## src/mem_pkg.sv

```systemverilog
package mem_pkg;

    // Default bus widths, overridden from the subsystem top
    localparam int ADDR_W_DEF = 32;
    localparam int DATA_W_DEF = 64;

    // AXI4-Lite response codes used by the SRAM
    typedef enum logic [1:0] {
        RESP_OKAY   = 2'd0,
        RESP_SLVERR = 2'd2
    } resp_t;

    // Grant state, shared by the read and write arbiters
    typedef enum logic [1:0] {
        ARB_IDLE = 2'd0,
        ARB_S1   = 2'd1,
        ARB_S2   = 2'd2
    } arb_state_t;

endpackage

```

## src/axi_arbiter.sv

```systemverilog
`timescale 1ns/100ps

module axi_arbiter
    import mem_pkg::*;
#(
    parameter int ADDR_W = ADDR_W_DEF,
    parameter int DATA_W = DATA_W_DEF
) (
    input  logic              clk,
    input  logic              rst,

    // Instruction fetch port
    input  logic              s1_axi_aw_valid_i,
    input  logic [ADDR_W-1:0] s1_axi_aw_addr_i,
    output logic              s1_axi_aw_ready_o,
    input  logic              s1_axi_w_valid_i,
    input  logic [DATA_W-1:0] s1_axi_w_data_i,
    input  logic [DATA_W/8-1:0] s1_axi_w_strb_i,
    output logic              s1_axi_w_ready_o,
    input  logic              s1_axi_b_ready_i,
    output logic              s1_axi_b_valid_o,
    output resp_t             s1_axi_b_resp_o,
    input  logic              s1_axi_ar_valid_i,
    input  logic [ADDR_W-1:0] s1_axi_ar_addr_i,
    output logic              s1_axi_ar_ready_o,
    input  logic              s1_axi_r_ready_i,
    output logic              s1_axi_r_valid_o,
    output resp_t             s1_axi_r_resp_o,
    output logic [DATA_W-1:0] s1_axi_r_data_o,

    // Load/store port
    input  logic              s2_axi_aw_valid_i,
    input  logic [ADDR_W-1:0] s2_axi_aw_addr_i,
    output logic              s2_axi_aw_ready_o,
    input  logic              s2_axi_w_valid_i,
    input  logic [DATA_W-1:0] s2_axi_w_data_i,
    input  logic [DATA_W/8-1:0] s2_axi_w_strb_i,
    output logic              s2_axi_w_ready_o,
    input  logic              s2_axi_b_ready_i,
    output logic              s2_axi_b_valid_o,
    output resp_t             s2_axi_b_resp_o,
    input  logic              s2_axi_ar_valid_i,
    input  logic [ADDR_W-1:0] s2_axi_ar_addr_i,
    output logic              s2_axi_ar_ready_o,
    input  logic              s2_axi_r_ready_i,
    output logic              s2_axi_r_valid_o,
    output resp_t             s2_axi_r_resp_o,
    output logic [DATA_W-1:0] s2_axi_r_data_o,

    // Toward the SRAM
    output logic              m_axi_aw_valid_o,
    output logic [ADDR_W-1:0] m_axi_aw_addr_o,
    input  logic              m_axi_aw_ready_i,
    output logic              m_axi_w_valid_o,
    output logic [DATA_W-1:0] m_axi_w_data_o,
    output logic [DATA_W/8-1:0] m_axi_w_strb_o,
    input  logic              m_axi_w_ready_i,
    output logic              m_axi_b_ready_o,
    input  logic              m_axi_b_valid_i,
    input  resp_t             m_axi_b_resp_i,
    output logic              m_axi_ar_valid_o,
    output logic [ADDR_W-1:0] m_axi_ar_addr_o,
    input  logic              m_axi_ar_ready_i,
    output logic              m_axi_r_ready_o,
    input  logic              m_axi_r_valid_i,
    input  resp_t             m_axi_r_resp_i,
    input  logic [DATA_W-1:0] m_axi_r_data_i
);

    localparam int STRB_W = DATA_W / 8;

    arb_state_t rd_state;
    arb_state_t rd_next;
    arb_state_t wr_state;
    arb_state_t wr_next;
    logic       rd_last_s1;
    logic       wr_last_s1;
    logic       rd_s1, rd_s2, wr_s1, wr_s2;
    logic       rd_done, wr_done;

    // Round robin on ties, grant held until the response handshake
    function automatic arb_state_t next_grant(
        input arb_state_t state,
        input logic       last_s1,
        input logic       req1,
        input logic       req2,
        input logic       done
    );
        arb_state_t nxt;
        nxt = state;
        case (state)
            ARB_IDLE: begin
                if (req1 && req2) begin
                    nxt = last_s1 ? ARB_S2 : ARB_S1;
                end else if (req1) begin
                    nxt = ARB_S1;
                end else if (req2) begin
                    nxt = ARB_S2;
                end
            end
            ARB_S1: begin
                if (done) begin
                    nxt = req2 ? ARB_S2 : ARB_IDLE;
                end
            end
            ARB_S2: begin
                if (done) begin
                    nxt = req1 ? ARB_S1 : ARB_IDLE;
                end
            end
            default: nxt = ARB_IDLE;
        endcase
        return nxt;
    endfunction

    assign rd_done = m_axi_r_valid_i && m_axi_r_ready_o;
    assign wr_done = m_axi_b_valid_i && m_axi_b_ready_o;

    assign rd_next = next_grant(rd_state, rd_last_s1, s1_axi_ar_valid_i,
                                s2_axi_ar_valid_i, rd_done);
    assign wr_next = next_grant(wr_state, wr_last_s1, s1_axi_aw_valid_i,
                                s2_axi_aw_valid_i, wr_done);

    // s1 counts as served last out of reset
    always_ff @(posedge clk) begin
        if (rst) begin
            rd_state   <= ARB_IDLE;
            wr_state   <= ARB_IDLE;
            rd_last_s1 <= 1'b1;
            wr_last_s1 <= 1'b1;
        end else begin
            rd_state <= rd_next;
            wr_state <= wr_next;
            if (rd_done) begin
                rd_last_s1 <= (rd_state == ARB_S1);
            end
            if (wr_done) begin
                wr_last_s1 <= (wr_state == ARB_S1);
            end
        end
    end

    assign rd_s1 = (rd_state == ARB_S1);
    assign rd_s2 = (rd_state == ARB_S2);
    assign wr_s1 = (wr_state == ARB_S1);
    assign wr_s2 = (wr_state == ARB_S2);

    // Read path
    assign m_axi_ar_valid_o  = (rd_s1 && s1_axi_ar_valid_i) || (rd_s2 && s2_axi_ar_valid_i);
    assign m_axi_ar_addr_o   = rd_s2 ? s2_axi_ar_addr_i : s1_axi_ar_addr_i;
    assign s1_axi_ar_ready_o = rd_s1 && m_axi_ar_ready_i;
    assign s2_axi_ar_ready_o = rd_s2 && m_axi_ar_ready_i;
    assign m_axi_r_ready_o   = (rd_s1 && s1_axi_r_ready_i) || (rd_s2 && s2_axi_r_ready_i);
    assign s1_axi_r_valid_o  = rd_s1 && m_axi_r_valid_i;
    assign s1_axi_r_resp_o   = rd_s1 ? m_axi_r_resp_i : RESP_OKAY;
    assign s1_axi_r_data_o   = rd_s1 ? m_axi_r_data_i : '0;
    assign s2_axi_r_valid_o  = rd_s2 && m_axi_r_valid_i;
    assign s2_axi_r_resp_o   = rd_s2 ? m_axi_r_resp_i : RESP_OKAY;
    assign s2_axi_r_data_o   = rd_s2 ? m_axi_r_data_i : '0;

    // Write path, AW and W follow the same grant
    assign m_axi_aw_valid_o  = (wr_s1 && s1_axi_aw_valid_i) || (wr_s2 && s2_axi_aw_valid_i);
    assign m_axi_aw_addr_o   = wr_s2 ? s2_axi_aw_addr_i : s1_axi_aw_addr_i;
    assign s1_axi_aw_ready_o = wr_s1 && m_axi_aw_ready_i;
    assign s2_axi_aw_ready_o = wr_s2 && m_axi_aw_ready_i;
    assign m_axi_w_valid_o   = (wr_s1 && s1_axi_w_valid_i) || (wr_s2 && s2_axi_w_valid_i);
    assign m_axi_w_data_o    = wr_s2 ? s2_axi_w_data_i : s1_axi_w_data_i;
    assign m_axi_w_strb_o    = wr_s2 ? s2_axi_w_strb_i : STRB_W'(s1_axi_w_strb_i);
    assign s1_axi_w_ready_o  = wr_s1 && m_axi_w_ready_i;
    assign s2_axi_w_ready_o  = wr_s2 && m_axi_w_ready_i;
    assign m_axi_b_ready_o   = (wr_s1 && s1_axi_b_ready_i) || (wr_s2 && s2_axi_b_ready_i);
    assign s1_axi_b_valid_o  = wr_s1 && m_axi_b_valid_i;
    assign s1_axi_b_resp_o   = wr_s1 ? m_axi_b_resp_i : RESP_OKAY;
    assign s2_axi_b_valid_o  = wr_s2 && m_axi_b_valid_i;
    assign s2_axi_b_resp_o   = wr_s2 ? m_axi_b_resp_i : RESP_OKAY;

endmodule

```

## config.mk

```make
export PLATFORM = sky130hd
export DESIGN_NAME = axi_arbiter
export DESIGN_NICKNAME = d
export VERILOG_FILES = /design/src/mem_pkg.sv /design/src/axi_arbiter.sv
export SDC_FILE = /design/constraint.sdc
export NUM_CORES = 1
export LEC_CHECK = 0
export ABC_AREA = 1
export BUFFER_PORTS_ARGS = -buffer_cell sky130_fd_sc_hd__buf_2
export CORE_AREA = 2 2 249 251
export CTS_CLUSTER_SIZE = 12
export DETAILED_ROUTE_END_ITERATION = 6
export DIE_AREA = 0 0 251 253
export PLACE_DENSITY_LB_ADDON = 0.05
export SYNTH_ARGS = -nofsm -noshare
export SYNTH_HDL_FRONTEND = slang
export SYNTH_SLANG_ARGS = --single-unit
export TNS_END_PERCENT = 100
```

## constraint.sdc

```tcl
create_clock -name clk -period 3.9 [get_ports clk]
set_input_delay 0.975 -clock clk [delete_from_list [all_inputs] [get_ports clk]]
set_output_delay 0.975 -clock clk [all_outputs]
set_load 0.02 [all_outputs]
```

After elaboration in Yosys (flattened, before gate mapping)

Cells that the tools add are included.
Widths: inputs -> output; s select.

Bits in registers: 6
Input port bits: 357
Output and inout port bits: 287

Equality and inequality tests: 10
Mux-type cells: 28
Reductions and logical operators: 33

Operators by type and width:

| kind               | count |
|---|---|
| $mux 64            | 3 |
| $mux 32            | 2 |
| $mux 2             | 18 |
| $logic_and 1x1->1  | 24 |
| $pmux 2 s3         | 2 |
| $mux 8             | 1 |
| $ne 2x1->1 const B | 4 |
| $ne 4x4->1 const B | 2 |
| $reduce_and 3->1   | 2 |
| $logic_or 1x1->1   | 5 |
| $eq 2x1->1 const B | 2 |
| $eq 2x2->1 const B | 2 |
| $logic_not 2->1    | 2 |
| $mux 1             | 2 |

Longest topological paths before layout

Word-level depth: 6
Gate-level depth with buffers: 9
Depth with buffers taken out: 8

Least setup slack after synthesis

OpenSTA, ideal clock, no wires.

Path kind: input to output
From: input s1_axi_aw_valid_i
To: output m_axi_aw_valid_o
Arrival time: 1.393 ns
Required time: 2.925 ns
Path slack: 1.532 ns
Cell stages on the path: 2
Buffers on the path: 0
Cell sequence: inv_1 -> o22ai_1

Word-level cells in the longest chain between the ends: 2

RTL lines:

| what               | RTL line           | source |
|---|---|---|
| start: declaration | axi_arbiter.sv:13  | `input logic s1_axi_aw_valid_i,` |
| $logic_and 1x1->1  | axi_arbiter.sv:162 | `assign m_axi_aw_valid_o = (wr_s1 && s1_axi_aw_valid_i) \|\| (wr_s2 && s2_axi_aw_valid_i);` |
| $logic_or 1x1->1   | axi_arbiter.sv:162 |  |
| end: declaration   | axi_arbiter.sv:51  | `output logic m_axi_aw_valid_o,` |

No other way between the ends.

Final worst setup path

From: register wr_state[0]
To: output m_axi_aw_addr_o[17]

Word-level cells in the longest chain between the ends: 2

RTL lines:

| what                     | RTL line           | source |
|---|---|---|
| start: declaration       | axi_arbiter.sv:74  | `arb_state_t wr_state;` |
| start signal: assignment | axi_arbiter.sv:133 | `wr_state <= wr_next;` |
| $eq 2x2->1               | axi_arbiter.sv:146 | `assign wr_s2 = (wr_state == ARB_S2);` |
| $mux 32                  | axi_arbiter.sv:163 | `assign m_axi_aw_addr_o = wr_s2 ? s2_axi_aw_addr_i : s1_axi_aw_addr_i;` |
| end: declaration         | axi_arbiter.sv:52  | `output logic [ADDR_W-1:0] m_axi_aw_addr_o,` |

No other way between the ends.

==> results.cfg <==
[run_status]
status = finished clean

[global_routing]
grt_first_pass_wirelength_microns = 38000
grt_pass1_vias = 5766
antenna_found_initial = 18
grt_max_degree = 51
grt_usage_pct = 8.03
grt_overflow = 0

[yosys]
syn_avg_cell_area_sq_um = 7.25
syn-num-nets = 819
synth-main-ff-cell = dfxtp_1
netlist_top_cells_area = mux2_4, nor2_1, mux2_2, inv_1, buf_6
netlist.area_leader.share_pct = 39.9
yosys_register_bits = 6
synth_async_sr_flop_share_pct = 0
synth_area_leader_cell = mux2_4
synthDistinctLibCells = 18
yosysSeqAreaShare_pct = 3.58
syn_area_sq_um = 3350
yosys_warnings = 0
synth_edf_count = 0
netlist_instances = 462

[detailed_routing]
wl_microns = 28300
num_vias = 5526
drt_first_pass_iters = 4
drtIter0Drc = 133
wl_per_cell_microns = 15.1
vias_per_cell = 2.95
drcViolationCount = 0
ant_nets = 0

[clock_tree]
root_buffer = clkbuf_16
holdBufCountCts = 0
clk-insertion-delay-late_ns = 0.23
cts_sinks = 6
clk_pin_slew_ns = 0.04
tritoncts = yes
cts_buffers = 3
h-tree-depth = 1
cts_resized = 0
cts_buffer_depth = 2
post_cts_buffers = 0

[finish]
final_core_util_pct = 12.3
fillerInstances = 7210
final_cell_count_no_fill = 1875
fin_area_sq_um = 7510
area_growth_pct = 124
multiInputGateArea_sq_um = 2700
regArea_sq_um = 120
nNetsFinal = 1442
drive_above_1_share_pct = 73.2

[worst_setup_path]
critPathMaxFanout = 50
r2r_slack_ns = 2.27
worstRegToRegCells = 7
cp_data_required_time_ns = 2.92
endpoint_kind = output pin
cp.arrival_ns = 2.13
reg2reg_from = wr_state[1]
crit_slowest_cell = dfxtp_1
crit_chain = inv_4, nand2_8, buf_4, mux2_4, buf_2
worstReg2RegEnd = wr_state[0]
crit_type = flip-flop to output pin
cp_slowest_stage_delay_ns = 0.49
worst_setup_path_start_kind = flip-flop

[power]
p_leak_nw = 4.77
switchingPower_mw = 2.37
p_int_mw = 1.69
combinationalPowerShare_pct = 92.6
switching_share_pct = 58.5
pwr_density_cell_nw_per_um2 = 541
seq_power_share_pct = 3.2
peakVddDrop_v = 0.000176
clkPwrFrac_pct = 4.2

[sta]
final_max_slew_viol_count = 0
worst_slack_ns = 0.791
fin_setup_tns_ns = 0
hold_violations = 0
fin_crit_ns = 3.11
setup_viol = 0
rsz0062_at_grt = false
worst_pin_slew_ns = 0.641
fmax_ghz = 0.322
skew_ns = 0.000170
max_slew_margin_pct = 57.2
min_period_over_period_pct = 79.7

[placed_design]
place_area_sq_um = 7430
port_buffers = 643
pre_cts_ws_ns = 1.00
dp_hpwl_microns = 25400
dp.cells = 1870
gp_congestion = 0.704

[min_path]
hold_start = rd_last_s1
hold_path_depth = 2
hold_end = rd_last_s1
hp-class = flip-flop to flip-flop

[floorplanning]
dieHeight_microns = 253
dieArea_sq_um = 63500
core_sq_um = 61000
initial_core_util_pct = 5.49
rows = 91
io_pins = 644
die_w_microns = 251

[run]
max-cap-violations = 0
power by group through the flow:
stage	combinational, mW	sequential (mW)	clock (mW)
final	3.76	0.130	0.171
after global routing	4.06	0.136	0.181
after CTS	3.87	0.131	0.178
after detailed placement	3.86	0.131	0
after global placement	3.93	0.133	0
after floorplan	2.63	0.100	0
worst max-delay path by stage:
stage	startpoint	endpoint
final	wr_state[0]	m_axi_aw_addr_o[17]
after global routing	wr_state[0]	m_axi_aw_addr_o[24]
after detailed placement	wr_state[0]	m_axi_aw_addr_o[13]
after global placement	wr_state[0]	m_axi_aw_addr_o[16]
after CTS	wr_state[0]	m_axi_aw_addr_o[13]
after floorplan	s1_axi_aw_valid_i	m_axi_aw_valid_o
stage by stage:
step,power [mW],hold slack (ns)
floorplan,2.73,0.446
global placement,4.07,0.485
detailed placement,3.99,0.495
CTS,4.18,0.507
global route,4.37,0.525
finish,4.06,0.501
final cells by class:
class / count / share of cell area [%]
clock buffer: 3 / 0.999
inverter: 84 / 4.23
tap: 790 / 13.2
sequential: 6 / 1.60
timing repair buffer: 650 / 44.0
antenna: 2 / 0.0666
multi-input combinational: 340 / 35.9
layout by cell type, fill, tap and decap left out, types with 3 or more instances in the layout:
cell,count
a21oi_1,4
buf_12,3
buf_2,643
buf_4,4
clkbuf_16,3
dfxtp_1,6
inv_1,82
mux2_2,47
mux2_4,89
nand2_1,24
nand3_1,13
nor2_1,154
o211ai_1,4
routing by layer:
metal	up-vias	routed length, microns	GRT usage (%)
li1	2682	-	-
met1	2391	8410	6.60
met2	401	15900	17.3
met3	38	3500	3.73
met4	14	395	0.986
met5	-	98	0
synth_stat cells, types with 2 or more instances:
cell type,instances
buf_2,12
nor2_1,154
nand2_1,25
nand3_1,13
mux2_2,47
o211ai_1,4
inv_1,82
buf_6,13
mux2_4,89
clkbuf_1,6
dfxtp_1,6
o22ai_1,2
a21oi_1,4
kinds of logic after synthesis:
| family | share of synthesized area (%) |
|---|---|
| AO/OA/AOI/OAI | 1.87 |
| AND/OR/NAND/NOR | 22.3 |
| flip-flops | 3.58 |
| buffers and inverters | 16.5 |
| multiplexers | 55.7 |
critical path, delay by kind of cell (launching register included):
family / cells / cell delay (ns)
mux: 1 / 0.33
flops: 1 / 0.49
simple gates: 1 / 0.41
buf+inv: 3 / 0.63
state kept, by name, summed over array words and instances, names as in the netlist:
name	flops
rd_last_s1	1
rd_state	2
wr_state	2
wr_last_s1	1
No activity file was read; power rests on OpenSTA's default activity.
